$ cat src/verilog/icache_pkg.sv
`default_nettype none

package icache_pkg;

    // Widths of the fetch path and the memory bus
    localparam int ADDR_W      = 32;
    localparam int INST_W      = 32;
    localparam int LINE_W      = 2 * INST_W;
    localparam int LINE_ADDR_W = ADDR_W - 3;
    localparam int MEM_TAG_W   = 4;

    typedef logic [ADDR_W-1:0]      addr_t;
    typedef logic [INST_W-1:0]      inst_t;
    typedef logic [LINE_W-1:0]      line_data_t;
    typedef logic [LINE_ADDR_W-1:0] line_addr_t;

    // Zero tag means no transaction or a rejected load
    typedef logic [MEM_TAG_W-1:0]   mem_tag_t;

    typedef logic [1:0]             mem_command_t;

    // Bus commands
    localparam mem_command_t BUS_NONE = 2'd0;
    localparam mem_command_t BUS_LOAD = 2'd1;

endpackage

`default_nettype wire

$ cat src/verilog/fetch_request_gen.sv
`default_nettype none

module fetch_request_gen #(
    parameter int N_WAY      = 2,
    parameter int N_PREFETCH = 2
) (
    input  logic                                     enable,
    input  icache_pkg::addr_t                        fetch_addr,
    input  logic [$clog2(N_WAY):0]                   fetch_count,
    output icache_pkg::addr_t      [N_WAY-1:0]       slot_addr,
    output logic                   [N_WAY-1:0]       slot_valid,
    output icache_pkg::line_addr_t [N_PREFETCH-1:0]  pf_line,
    output logic                   [N_PREFETCH-1:0]  pf_valid
);

    localparam int CNT_W = $clog2(N_WAY) + 1;

    icache_pkg::addr_t      last_addr;
    icache_pkg::line_addr_t base_line;

    // Slot i fetches the word 4*i bytes past the program counter
    always_comb begin
        for (int i = 0; i < N_WAY; i++) begin
            slot_addr[i]  = fetch_addr + icache_pkg::addr_t'(4 * i);
            slot_valid[i] = enable && (CNT_W'(i) < fetch_count);
        end
    end

    // Address of the last requested instruction, or the PC itself for an empty request
    always_comb begin
        if (fetch_count == '0) begin
            last_addr = fetch_addr;
        end else begin
            last_addr = fetch_addr + (icache_pkg::addr_t'(fetch_count - 1'b1) << 2);
        end
    end

    assign base_line = last_addr[icache_pkg::ADDR_W-1:3];

    // Sequential lines after the last one touched
    always_comb begin
        for (int j = 0; j < N_PREFETCH; j++) begin
            pf_line[j]  = base_line + icache_pkg::line_addr_t'(j + 1);
            pf_valid[j] = enable;
        end
    end

endmodule

`default_nettype wire

$ cat config.mk
export PLATFORM = sky130hd
export DESIGN_NAME = fetch_request_gen
export DESIGN_NICKNAME = d
export VERILOG_FILES = /design/src/verilog/icache_pkg.sv /design/src/verilog/fetch_request_gen.sv
export SDC_FILE = /design/constraint.sdc
export NUM_CORES = 1
export LEC_CHECK = 0
export BUFFER_PORTS_ARGS = -buffer_cell sky130_fd_sc_hd__buf_4
export CAP_MARGIN = 5
export CORE_AREA = 2 2 100 102
export DETAILED_ROUTE_END_ITERATION = 7
export DIE_AREA = 0 0 102 104
export GPL_TIMING_DRIVEN = 0
export PLACE_DENSITY_LB_ADDON = 0.12
export SYNTH_ARGS = -nofsm -noshare
export SYNTH_HDL_FRONTEND = slang
export SYNTH_SLANG_ARGS = --single-unit
$ cat constraint.sdc
create_clock -name vclk -period 4.2
set_clock_uncertainty 0.2 [all_clocks]
set_input_delay 0.21 -clock vclk [all_inputs]
set_output_delay 0.21 -clock vclk [all_outputs]
set_load 0.03 [all_outputs]
==> run summary <==
First-pass GRT wire length = 29.73 mm
Net Sw Frac = 0.6180
Largest net degree at the start of global routing = 11
Clk_buf instances = 0
Via-to-Cell Ratio = 6.331
1st-pass router iterations = 5
Power per cell area = 151.9 nW/um2
Die height = 104 um
Status = finished with violations
Synthesized Nets = 701
GR Overflow Total = 0
WP data required = 3790 ps
Switching Power = 657.0 uW
Area grow syn2layout = 56.86%
Final ANT Viol Nets = 0
Setup WS pre-CTS = -1472 ps
Min Hold Slack = 436.2 ps
Rows = 36
Sequential cell count = 0
Tot GR Track Use = 0.3418
Vias in the first global route = 5898
Core area = 9549 um2
Die footprint = 10610 um2
Share of cells above drive strength 1 = 0.4326
Diode count = 0
Setup Viol. Count Final = 24
Tmin final = 4628 ps
Final Cycle Share = 1.102
Initial Util = 0.4671
Yosys top cell by area = xnor2_1
Vias after detailed routing = 6242
Most frequent cells in the layout = buf_4 (213), xnor2_1 (49), nand2_1 (43)
Peak supply drop = 151.2 uV
Io pins = 161
Seq/Total Area, Yosys = 0
Worst-path fanout max = 4
Syn avg cell area = 6.789 um2
Initial antenna violation count = 0
Max-cap violations = 0
IO buf count = 151
Internal power = 406.2 uW
Crit path DAT = 4220 ps
Relative slew margins = 0.3907
Sequential cell fraction of total power = 0
DIE WIDTH = 102 um
DRC violations left = 0
Max Freq = 216.1 MHz
Hold endpoint = slot_addr[33]
Dpl hpwl = 13.81 mm
Most common cell after layout, fill and taps aside = buf_4
Final Hold Violating Endpoints = 0
LEAKAGE = 2.809 nW
FF+latch area = 0 um2
Slew @ Worst Pin = 907.4 ps
Cell Area, Synth = 4461 um2
RSZ-0062 raised after global routing = yes
Ys Warns = 0
Synth area leaders = xnor2_1 (12%), xor2_1 (6.7%), buf_4 (6.6%), nand2_1 (4.0%), nor2_1 (3.6%)
Hold depth = 2
Initial drt markers = 433
Final nets = 899
Setup ws final = -428.5 ps
Routability cong. = 0.9573
Mapped Cells = 657
Startpoint Class = input port
Routed wire length = 19.95 mm
Hold WC Path Type = input port to output pin
Worst setup EP type = output pin
Hold Crit Start = fetch_addr[1]
Clock Power Share = 0
Crit Path Class = input port to output pin
Proportion of netlist area held by the largest area contributor = 0.1217
Pins Over Slew Limit = 0
Failing checks = setup timing
Routed len/inst = 20.23 um
Distinct cells, synth = 87
Comb pwr share = 1.000
logic make-up (layout without fill, tap and decap cells):
| logic type | Yosys count | after routing | synth area share |
|---|---|---|---|
| and+or+nand+nor | 291 | 291 | 0.3877 |
| buffers and inverters | 104 | 300 | 0.1290 |
| AOI/OAI and AO/OA | 151 | 151 | 0.2539 |
| muxes | 6 | 6 | 0.01403 |
| adders and majority gates | 9 | 9 | 0.02693 |
| xor gates and xnor gates | 96 | 96 | 0.1885 |
per-stage QoR:
| step | instances | area, um2 | util | TNS [ps] | power, mW |
|---|---|---|---|---|---|
| 6_report | 986 | 6997 | 0.7327 | -6711 | 1.063 |
| 5_1_grt | 986 | 6997 | 0.7327 | -8795 | 1.110 |
| 3_5_place_dp | 941 | 5963 | 0.6245 | -41920 | 0.9064 |
| 4_1_cts | 962 | 6565 | 0.6875 | -5489 | 0.9766 |
| 3_3_place_gp | 941 | 5963 | 0.6245 | -40570 | 0.8977 |
| 2_1_floorplan | 657 | 4663 | - | -796.1 | 0.6152 |
worst max-delay path by stage:
| stage | from | to | slack [ps] | cells past startpoint |
|---|---|---|---|---|
| floorplan | fetch_count[1] | pf_line[55] | -230 | 13 |
| global placement | fetch_count[0] | pf_line[28] | -1450 | 19 |
| finish | fetch_count[0] | pf_line[28] | -430 | 16 |
| global route | fetch_count[0] | pf_line[28] | -570 | 17 |
| CTS | fetch_count[0] | pf_line[54] | -390 | 15 |
| detailed placement | fetch_count[0] | pf_line[28] | -1470 | 19 |
power groups by stage:
stage | clock [mW] | combinational, mW | sequential (mW)
global placement | 0 | 0.898 | 0
finish | 0 | 1.06 | 0
floorplan | 0 | 0.615 | 0
global route | 0 | 1.11 | 0
detailed placement | 0 | 0.906 | 0
CTS | 0 | 0.977 | 0
per-layer routing:
metal,vias to the layer above,global-route usage,share of wire
met2,415,0.6128,0.50
met4,0,0.1343,0.049
met3,104,0.03831,0.081
li1,2793,-,-
met1,2930,0.4067,0.37
met5,-,0,0
synthesized netlist by cell type (all sizes together) (5+ instances only):
library cell and instances:
or3 6, xnor2 62, o211ai 10, nand3 26
buf 56, nor2 43, nor3 31, nand4 10
nor2b 17, or2 6, ha 8, a21oi 25
nor4b 5, nor4 28, a211oi 9, or4 9
xor2 34, a2111oi 5, and2 13, o22ai 7
nand2 47, and3 8, o21a 5, o21ai 25
clkbuf 32, or3b 5, nand2b 8, nor3b 6
inv 15, or4b 5, nand3b 5
worst max-delay path: stages:
cell	delay (ps)
buf_8	110
inv_8	60
ha_4	200
fa_2	370
or3_1	320
a2111o_1	470
a211o_4	370
a21oi_4	170
xnor2_2	110
or4_4	470
buf_4	160
buf_6	120
nor4_4	380
nor4b_4	340
xnor2_1	160
buf_4	180
area by class of cell:
| cell class | instances | area (um2) |
|---|---|---|
| multi-input combinational | 553 | 4602 |
| buffer | 87 | 561.8 |
| fill | 754 | 2552 |
| tap | 133 | 166.4 |
| timing repair buffer | 197 | 1587 |
| inverter | 16 | 80.08 |
timing repair:
| action | in CTS | in global routing |
|---|---|---|
| pin swaps | 25 | 25 |
| setup buffers | 22 | 24 |
| setup endpoints to repair | 53 | 33 |
| gates resized for setup | 90 | 50 |
| hold buffers | 0 | 0 |
(Power assumes the default switching activity.)
