`config.mk`:
```
export PLATFORM = sky130hd
export DESIGN_NAME = response_tracker
export DESIGN_NICKNAME = d
export VERILOG_FILES = /design/src/verilog/icache_pkg.sv /design/src/verilog/response_tracker.sv
export SDC_FILE = /design/constraint.sdc
export NUM_CORES = 1
export LEC_CHECK = 0
export BUFFER_PORTS_ARGS = -buffer_cell sky130_fd_sc_hd__buf_4
export CAP_MARGIN = 20
export CORE_UTILIZATION = 45
export CTS_CLUSTER_SIZE = 20
export DETAILED_ROUTE_END_ITERATION = 7
export GPL_TIMING_DRIVEN = 0
export PLACE_DENSITY_LB_ADDON = 0.2
export SYNTH_ARGS = -nofsm -noshare
export SYNTH_HDL_FRONTEND = slang
export SYNTH_SLANG_ARGS = --single-unit
```
`constraint.sdc`:
```
create_clock -name clock -period 3.15 [get_ports clock]
set_input_delay 0.63 -clock clock [delete_from_list [all_inputs] [get_ports clock]]
set_output_delay 0.63 -clock clock [all_outputs]
set_load 0.05 [all_outputs]
```
`src/verilog/icache_pkg.sv`:
```
`default_nettype none

package icache_pkg;

    // Widths of the fetch path and the memory bus
    localparam int ADDR_W      = 32;
    localparam int INST_W      = 32;
    localparam int LINE_W      = 2 * INST_W;
    localparam int LINE_ADDR_W = ADDR_W - 3;
    localparam int MEM_TAG_W   = 4;

    typedef logic [ADDR_W-1:0]      addr_t;
    typedef logic [INST_W-1:0]      inst_t;
    typedef logic [LINE_W-1:0]      line_data_t;
    typedef logic [LINE_ADDR_W-1:0] line_addr_t;

    // Zero tag means no transaction or a rejected load
    typedef logic [MEM_TAG_W-1:0]   mem_tag_t;

    typedef logic [1:0]             mem_command_t;

    // Bus commands
    localparam mem_command_t BUS_NONE = 2'd0;
    localparam mem_command_t BUS_LOAD = 2'd1;

endpackage

`default_nettype wire

```
`src/verilog/response_tracker.sv`:
```
`default_nettype none

module response_tracker #(
    parameter int TRACK_Q_SIZE = 4
) (
    input  logic                   clock,
    input  logic                   reset,
    input  logic                   issue_accepted,
    input  icache_pkg::line_addr_t issue_line,
    input  icache_pkg::mem_tag_t   mem_response,
    input  icache_pkg::mem_tag_t   mem_tag,
    input  icache_pkg::line_data_t mem_data,
    output logic                   tracker_full,
    output logic                   fill_valid,
    output icache_pkg::line_addr_t fill_line,
    output icache_pkg::line_data_t fill_data
);

    localparam int IDX_W = $clog2(TRACK_Q_SIZE);
    localparam logic [IDX_W:0] DEPTH = (IDX_W + 1)'(TRACK_Q_SIZE);

    // Outstanding loads with the tag memory gave them
    icache_pkg::line_addr_t trk_line [TRACK_Q_SIZE];
    icache_pkg::mem_tag_t   trk_tag  [TRACK_Q_SIZE];
    logic [IDX_W:0]         head;
    logic [IDX_W:0]         tail;
    logic [IDX_W:0]         used;
    logic                   pop;

    assign used = tail - head;

    // Memory answers in order so only the head can match
    assign pop = (used != '0) && (mem_tag != '0) && (mem_tag == trk_tag[head[IDX_W-1:0]]);

    assign fill_valid = pop;
    assign fill_line  = trk_line[head[IDX_W-1:0]];
    assign fill_data  = mem_data;

    // Counts a load accepted this cycle so the next one cannot overrun
    assign tracker_full = (used + {{IDX_W{1'b0}}, issue_accepted}) >= DEPTH;

    always_ff @(posedge clock) begin
        if (reset) begin
            head <= '0;
            tail <= '0;
        end else begin
            head <= head + {{IDX_W{1'b0}}, pop};
            tail <= tail + {{IDX_W{1'b0}}, issue_accepted};
        end
    end

    always_ff @(posedge clock) begin
        if (issue_accepted) begin
            trk_line[tail[IDX_W-1:0]] <= issue_line;
            trk_tag[tail[IDX_W-1:0]]  <= mem_response;
        end
    end

endmodule

`default_nettype wire

```
==> results of run 1 <==
## logic make-up after synthesis
| group | after synthesis | share of synthesized area |
|---|---|---|
| XOR/XNOR | 9 | 0.0164 |
| buffers and inverters | 74 | 0.0938 |
| AO/OA/AOI/OAI | 1 | 0.00266 |
| flip-flops | 138 | 0.724 |
| multiplexers | 35 | 0.131 |
| AND/OR/NAND/NOR | 20 | 0.0175 |
| adder cells (fa/ha/maj) | 6 | 0.0146 |
## routing by layer
metal / part of all wire / routed length (um) / track usage / up-vias
met5: 0 / 0 / 0 / -
met3: 0.071 / 773 / 0.0462 / 12
met2: 0.55 / 5960 / 0.318 / 123
met1: 0.37 / 3980 / 0.198 / 1466
li1: - / - / - / 1357
met4: 0.013 / 138 / 0.0727 / 0
## state kept, by name, summed over array words and instances, names as in the netlist
signal,flops
head,3
tail,3
trk_line,116
trk_tag,16
## report_power, final
group | switching [mW] | total, mW | internal, mW | leakage (nW)
registers | 0.0176 | 2.12 | 2.10 | 1.26
clock network | 0.731 | 2.22 | 1.49 | 0.321
logic | 0.429 | 0.682 | 0.253 | 1.31
## path summary, 6_finish.rpt
kind	to	slack [ns]	cells past startpoint
max reg2reg	head[1]$_SDFF_PP0_	0.74	7
max	fill_valid	0.14	5
min	trk_line[3][8]$_DFFE_PP_	0.42	1
min reg2reg	head[2]$_SDFF_PP0_	0.54	2
## metrics by stage
step | power, mW | cell area (um2) | setup TNS, ns
after floorplan | 2.62 | 5640 | 0
after global placement | 2.82 | 6860 | -41.39
after detailed placement | 2.84 | 6940 | 0
after CTS | 5.07 | 7620 | 0
after global routing | 5.18 | 7630 | 0
final | 5.02 | 7630 | 0
## cells in the mapped netlist
master,number
mux4_2,31
clkbuf_1,2
or3_1,2
buf_2,3
nand3_1,2
nand2_1,4
inv_1,2
xnor3_1,1
buf_4,64
nor3_1,1
xor2_1,3
nor2b_1,4
nor2_1,5
fa_1,1
buf_6,1
ha_1,5
edfxtp_1,132
xnor2_1,5
mux2i_1,4
a221oi_2,1
and3_1,2
dfxtp_1,6
buf_1,2
## layout make-up
type	instances	area, um2
Clock inverter	14	244
Clock buffer	18	429
Fill cell	871	4490
Sequential cell	138	4080
Timing Repair Buffer	137	1080
Multi-Input combinational cell	71	1040
Tap cell	168	210
Inverter	2	7.51
Buffer	72	529
==> impl_metrics.ini, run 1 <==
[synth]
yosys.area.top_type_share = 0.703
netlist_instances = 283
ys.warnings.count = 0
netlist_area_um2 = 5640
synth_nets = 393
avgSynthCellArea_um2 = 19.9
synth_area_leaders = edfxtp_1 (70%), mux4_2 (12%), buf_4 (8.5%), dfxtp_1 (2.1%), ha_1 (1.1%)
yosysSeqAreaShare = 0.724
yosys.area.top_type = edfxtp_1
synth.distinct_cells = 23
synth_seq_cells = 138

[placement]
place_ws_ns = 0.435
place_inst = 588
place_hpwl_mm = 7.58
portBuffers = 134
place.gp.congestion = 0.767

[timing]
setup_viol = 0
worst_slack_ns = 0.138
hold_viol_final = 0
whs_ns = 0.416
drv_slew = 0
relSlewSlack = 0.398
fin_skew_ns = 0.00593
period_needed_ns = 3.01
fin_crit_sh = 0.956
worstMarginPinSlew_ns = 0.902
rsz0062_at_grt = false
fmax_mhz = 332

[floorplanning]
rows = 40
num_io_pins = 199
core_um2 = 12100
fp.dieW_um = 114
fp.dieArea_um2 = 13000
start_util = 0.466
fp.dieH_um = 114

[worst_setup_path]
cpMaxStageDelayCell = mux4_2
cp_cell_sequence = buf_6 -> mux4_2 -> or3_1 -> a221oi_2 -> buf_6
critPathMaxStageDelay_ns = 0.51
rr_startpoint = head[0]$_SDFF_PP0_
crit_path_start_kind = flip-flop
critPathTopFamily = multiplexers
crit_arrival_ns = 2.38
crit_top_cell = buf_6
worst-path-buf-inv = 2
required_ns = 2.52
cp-end-kind = output port
path_class = reg -> out
critPathLaunch = head[0]$_SDFF_PP0_
path_max_fanout = 8

[cells_and_area]
layout_common_cells = buf_4 (197), edfxtp_1 (132), mux4_2 (31)
layout_commonest_cell = buf_4
final_util = 0.630
stdcell_count = 620
drive_above_1_share = 0.604
syn2layout_area_growth_pct = 35.2
finalNetCount = 549
n_antenna_cell = 0

[min_path]
hold_class = in -> reg
min_from = issue_line[8]

[clock_tree]
cts_tree = done
clock_sinks = 138
clock_path_buffers = 2
clk_pin_slew_ns = 0.06
clockRootBuffer = clkbuf_16
h-tree-depth = 4
postCtsSetupBuffers = 0
cts-buffers-inserted = 17
worstSkewPairLatency_ns = 0.41
cts_resized = 1
holdBufCountCts = 0

[grt]
grt_max_degree = 34
grt_pass1_vias = 3014
track_usage = 0.176
grt_pass1_wl_mm = 16.2
antenna_found_initial = 0
gr-total-overflow = 0

[route]
wirelength_mm = 10.9
vias = 2958
drc = 0
viasPerCell = 4.77
post_drt_wl_per_cell_um = 17.5
drt_pass1_iterations = 4
first_iter_violations = 95
ant_nets = 0

[status]
status = complete, no violations

[power_and_ir_drop]
powerDensity_nw_per_um2 = 658
leakagePower_nw = 2.89
ir_drop_mv = 0.379

[run]
cap_violations = 0
Note: power is estimated with default switching activity, not from simulation.
==> run 2, diff against run 1 <==
--- a/config.mk
+++ b/config.mk
@@ -12,6 +12,7 @@
 export DETAILED_ROUTE_END_ITERATION = 7
 export GPL_TIMING_DRIVEN = 0
 export PLACE_DENSITY_LB_ADDON = 0.2
+export RECOVER_POWER = 100
 export SYNTH_ARGS = -nofsm -noshare
 export SYNTH_HDL_FRONTEND = slang
 export SYNTH_SLANG_ARGS = --single-unit
==> impl_metrics.ini, run 2 (same netlist as run 1, synthesis figures left out) <==
[placement]
place_hpwl_mm = 7.58
place_inst = 588
portBuffers = 134
postPlaceCellArea_um2 = 6940
place.gp.congestion = 0.767

[timing]
setup_viol = 0
fmax_mhz = 332
drv_slew = 76
rsz0062_at_grt = false
whs_ns = 0.427
fin_crit_sh = 0.957
fin_skew_ns = 0.00599
period_needed_ns = 3.02
hold_viol_final = 0
relSlewSlack = -0.160
worstMarginPinSlew_ns = 1.74

[grt]
grt_pass1_vias = 3014
track_usage = 0.176
grt_pass1_wl_mm = 16.2
grt_max_degree = 34
antenna_found_initial = 0
gr-total-overflow = 0

[clock_tree]
clk_pin_slew_ns = 0.06
h-tree-depth = 4
postCtsSetupBuffers = 0
cts-buffers-inserted = 17
clockRootBuffer = clkbuf_16
cts_tree = done
worstSkewPairLatency_ns = 0.41
clock_path_buffers = 2
clock_sinks = 138

[route]
first_iter_violations = 71
wl_met2_mm = 5.95
viasPerCell = 4.78
drt_pass1_iterations = 4
drc = 0
vias = 2965
ant_nets = 0
wirelength_mm = 11.0
dr.max_layer_used = met4
post_drt_wl_per_cell_um = 17.7
m1WireLength_mm = 4.10
route.met3.wl_um = 795

[run]
cap_violations = 3

[floorplanning]
start_util = 0.466
core_um2 = 12100
num_io_pins = 199
rows = 40
fp.dieH_um = 114
fp.dieArea_um2 = 13000
fp.dieW_um = 114

[cells_and_area]
largest_reg_flops = 116
layout_common_cells = edfxtp_1 (132), clkbuf_1 (107), buf_4 (71)
drive_above_1_share = 0.367
layout_commonest_cell = edfxtp_1
postLayoutCellArea_um2 = 7110
stdcell_count = 620
finalNetCount = 549
n_antenna_cell = 0
final_util = 0.587
syn2layout_area_growth_pct = 26.1

[worst_setup_path]
cp-end-kind = output port
path_max_fanout = 8
cp_cell_sequence = buf_6 -> mux4_2 -> or3_1 -> a221oi_2 -> buf_6
worst-path-buf-inv = 2
crit_path_start_kind = flip-flop
cpMaxStageDelayCell = mux4_2
path_class = reg -> out
crit_top_cell = buf_6
required_ns = 2.52
crit_arrival_ns = 2.39
critPathMaxStageDelay_ns = 0.51
critPathTopFamily = multiplexers

[min_path]
hold_class = in -> reg

[status]
status = finished with violations
failed_checks = capacitance limit, slew limit

[power_and_ir_drop]
total_power_mw = 4.93
powerDensity_nw_per_um2 = 693
ir_drop_mv = 0.374
leakagePower_nw = 2.49
-- run 2: cell count changes in the layout (fill, tap and decap cells not counted), sizes merged --
cell and delta:
buf -120, clkbuf +120
-- run 2: path summary, 6_finish.rpt --
path,start,endpoint,slack [ns],cells after the start
max reg2reg,tail[1]$_SDFF_PP0_,trk_tag[3][1]$_DFFE_PP_,0.53,3
max,head[0]$_SDFF_PP0_,fill_valid,0.13,5
min reg2reg,head[2]$_SDFF_PP0_,head[2]$_SDFF_PP0_,0.54,2
min,reset,head[2]$_SDFF_PP0_,0.43,2
-- run 2: repair_timing --
action	4_1_cts	5_1_grt
endpoints found under the setup margin	1	1
gates resized for setup	1	3
hold buffers	0	0
cloned	0	0
-- run 2: through the flow --
step	TNS [ns]	worst slack, ns
finish	0	0.134
global route	0	0.0192
CTS	0	0.0349
detailed placement	0	0.435
global placement	-41.39	-0.667
floorplan	0	0.251
-- run 2: report_power, final --
part	total [mW]	switching (mW)	internal (mW)
sequential	2.12	0.0172	2.10
combinational	0.592	0.425	0.167
clock	2.22	0.733	1.49
total	4.93	1.18	3.76
-- run 2: final cells by class --
cell class	instances	area [um2]
repair buffers	137	583
flip-flops and latches	138	4080
clock buffers	18	429
clock inverters	14	244
multi-input cells	71	1030
fillers	1017	5000
plain buffers	72	529
inverters	2	7.51
well taps	168	210
-- run 2: worst register-to-register path, stage by stage, from the launching register on --
cell and delay, ns:
dfxtp_1 0.37, inv_1 0.10, nor2_1 1.14, clkbuf_2 0.64
-- run 2: layer usage --
| layer | global-route usage | vias to the layer above |
|---|---|---|
| li1 | - | 1357 |
| met1 | 0.198 | 1465 |
| met2 | 0.318 | 131 |
| met3 | 0.0462 | 12 |
| met4 | 0.0727 | 0 |
| met5 | 0 | - |
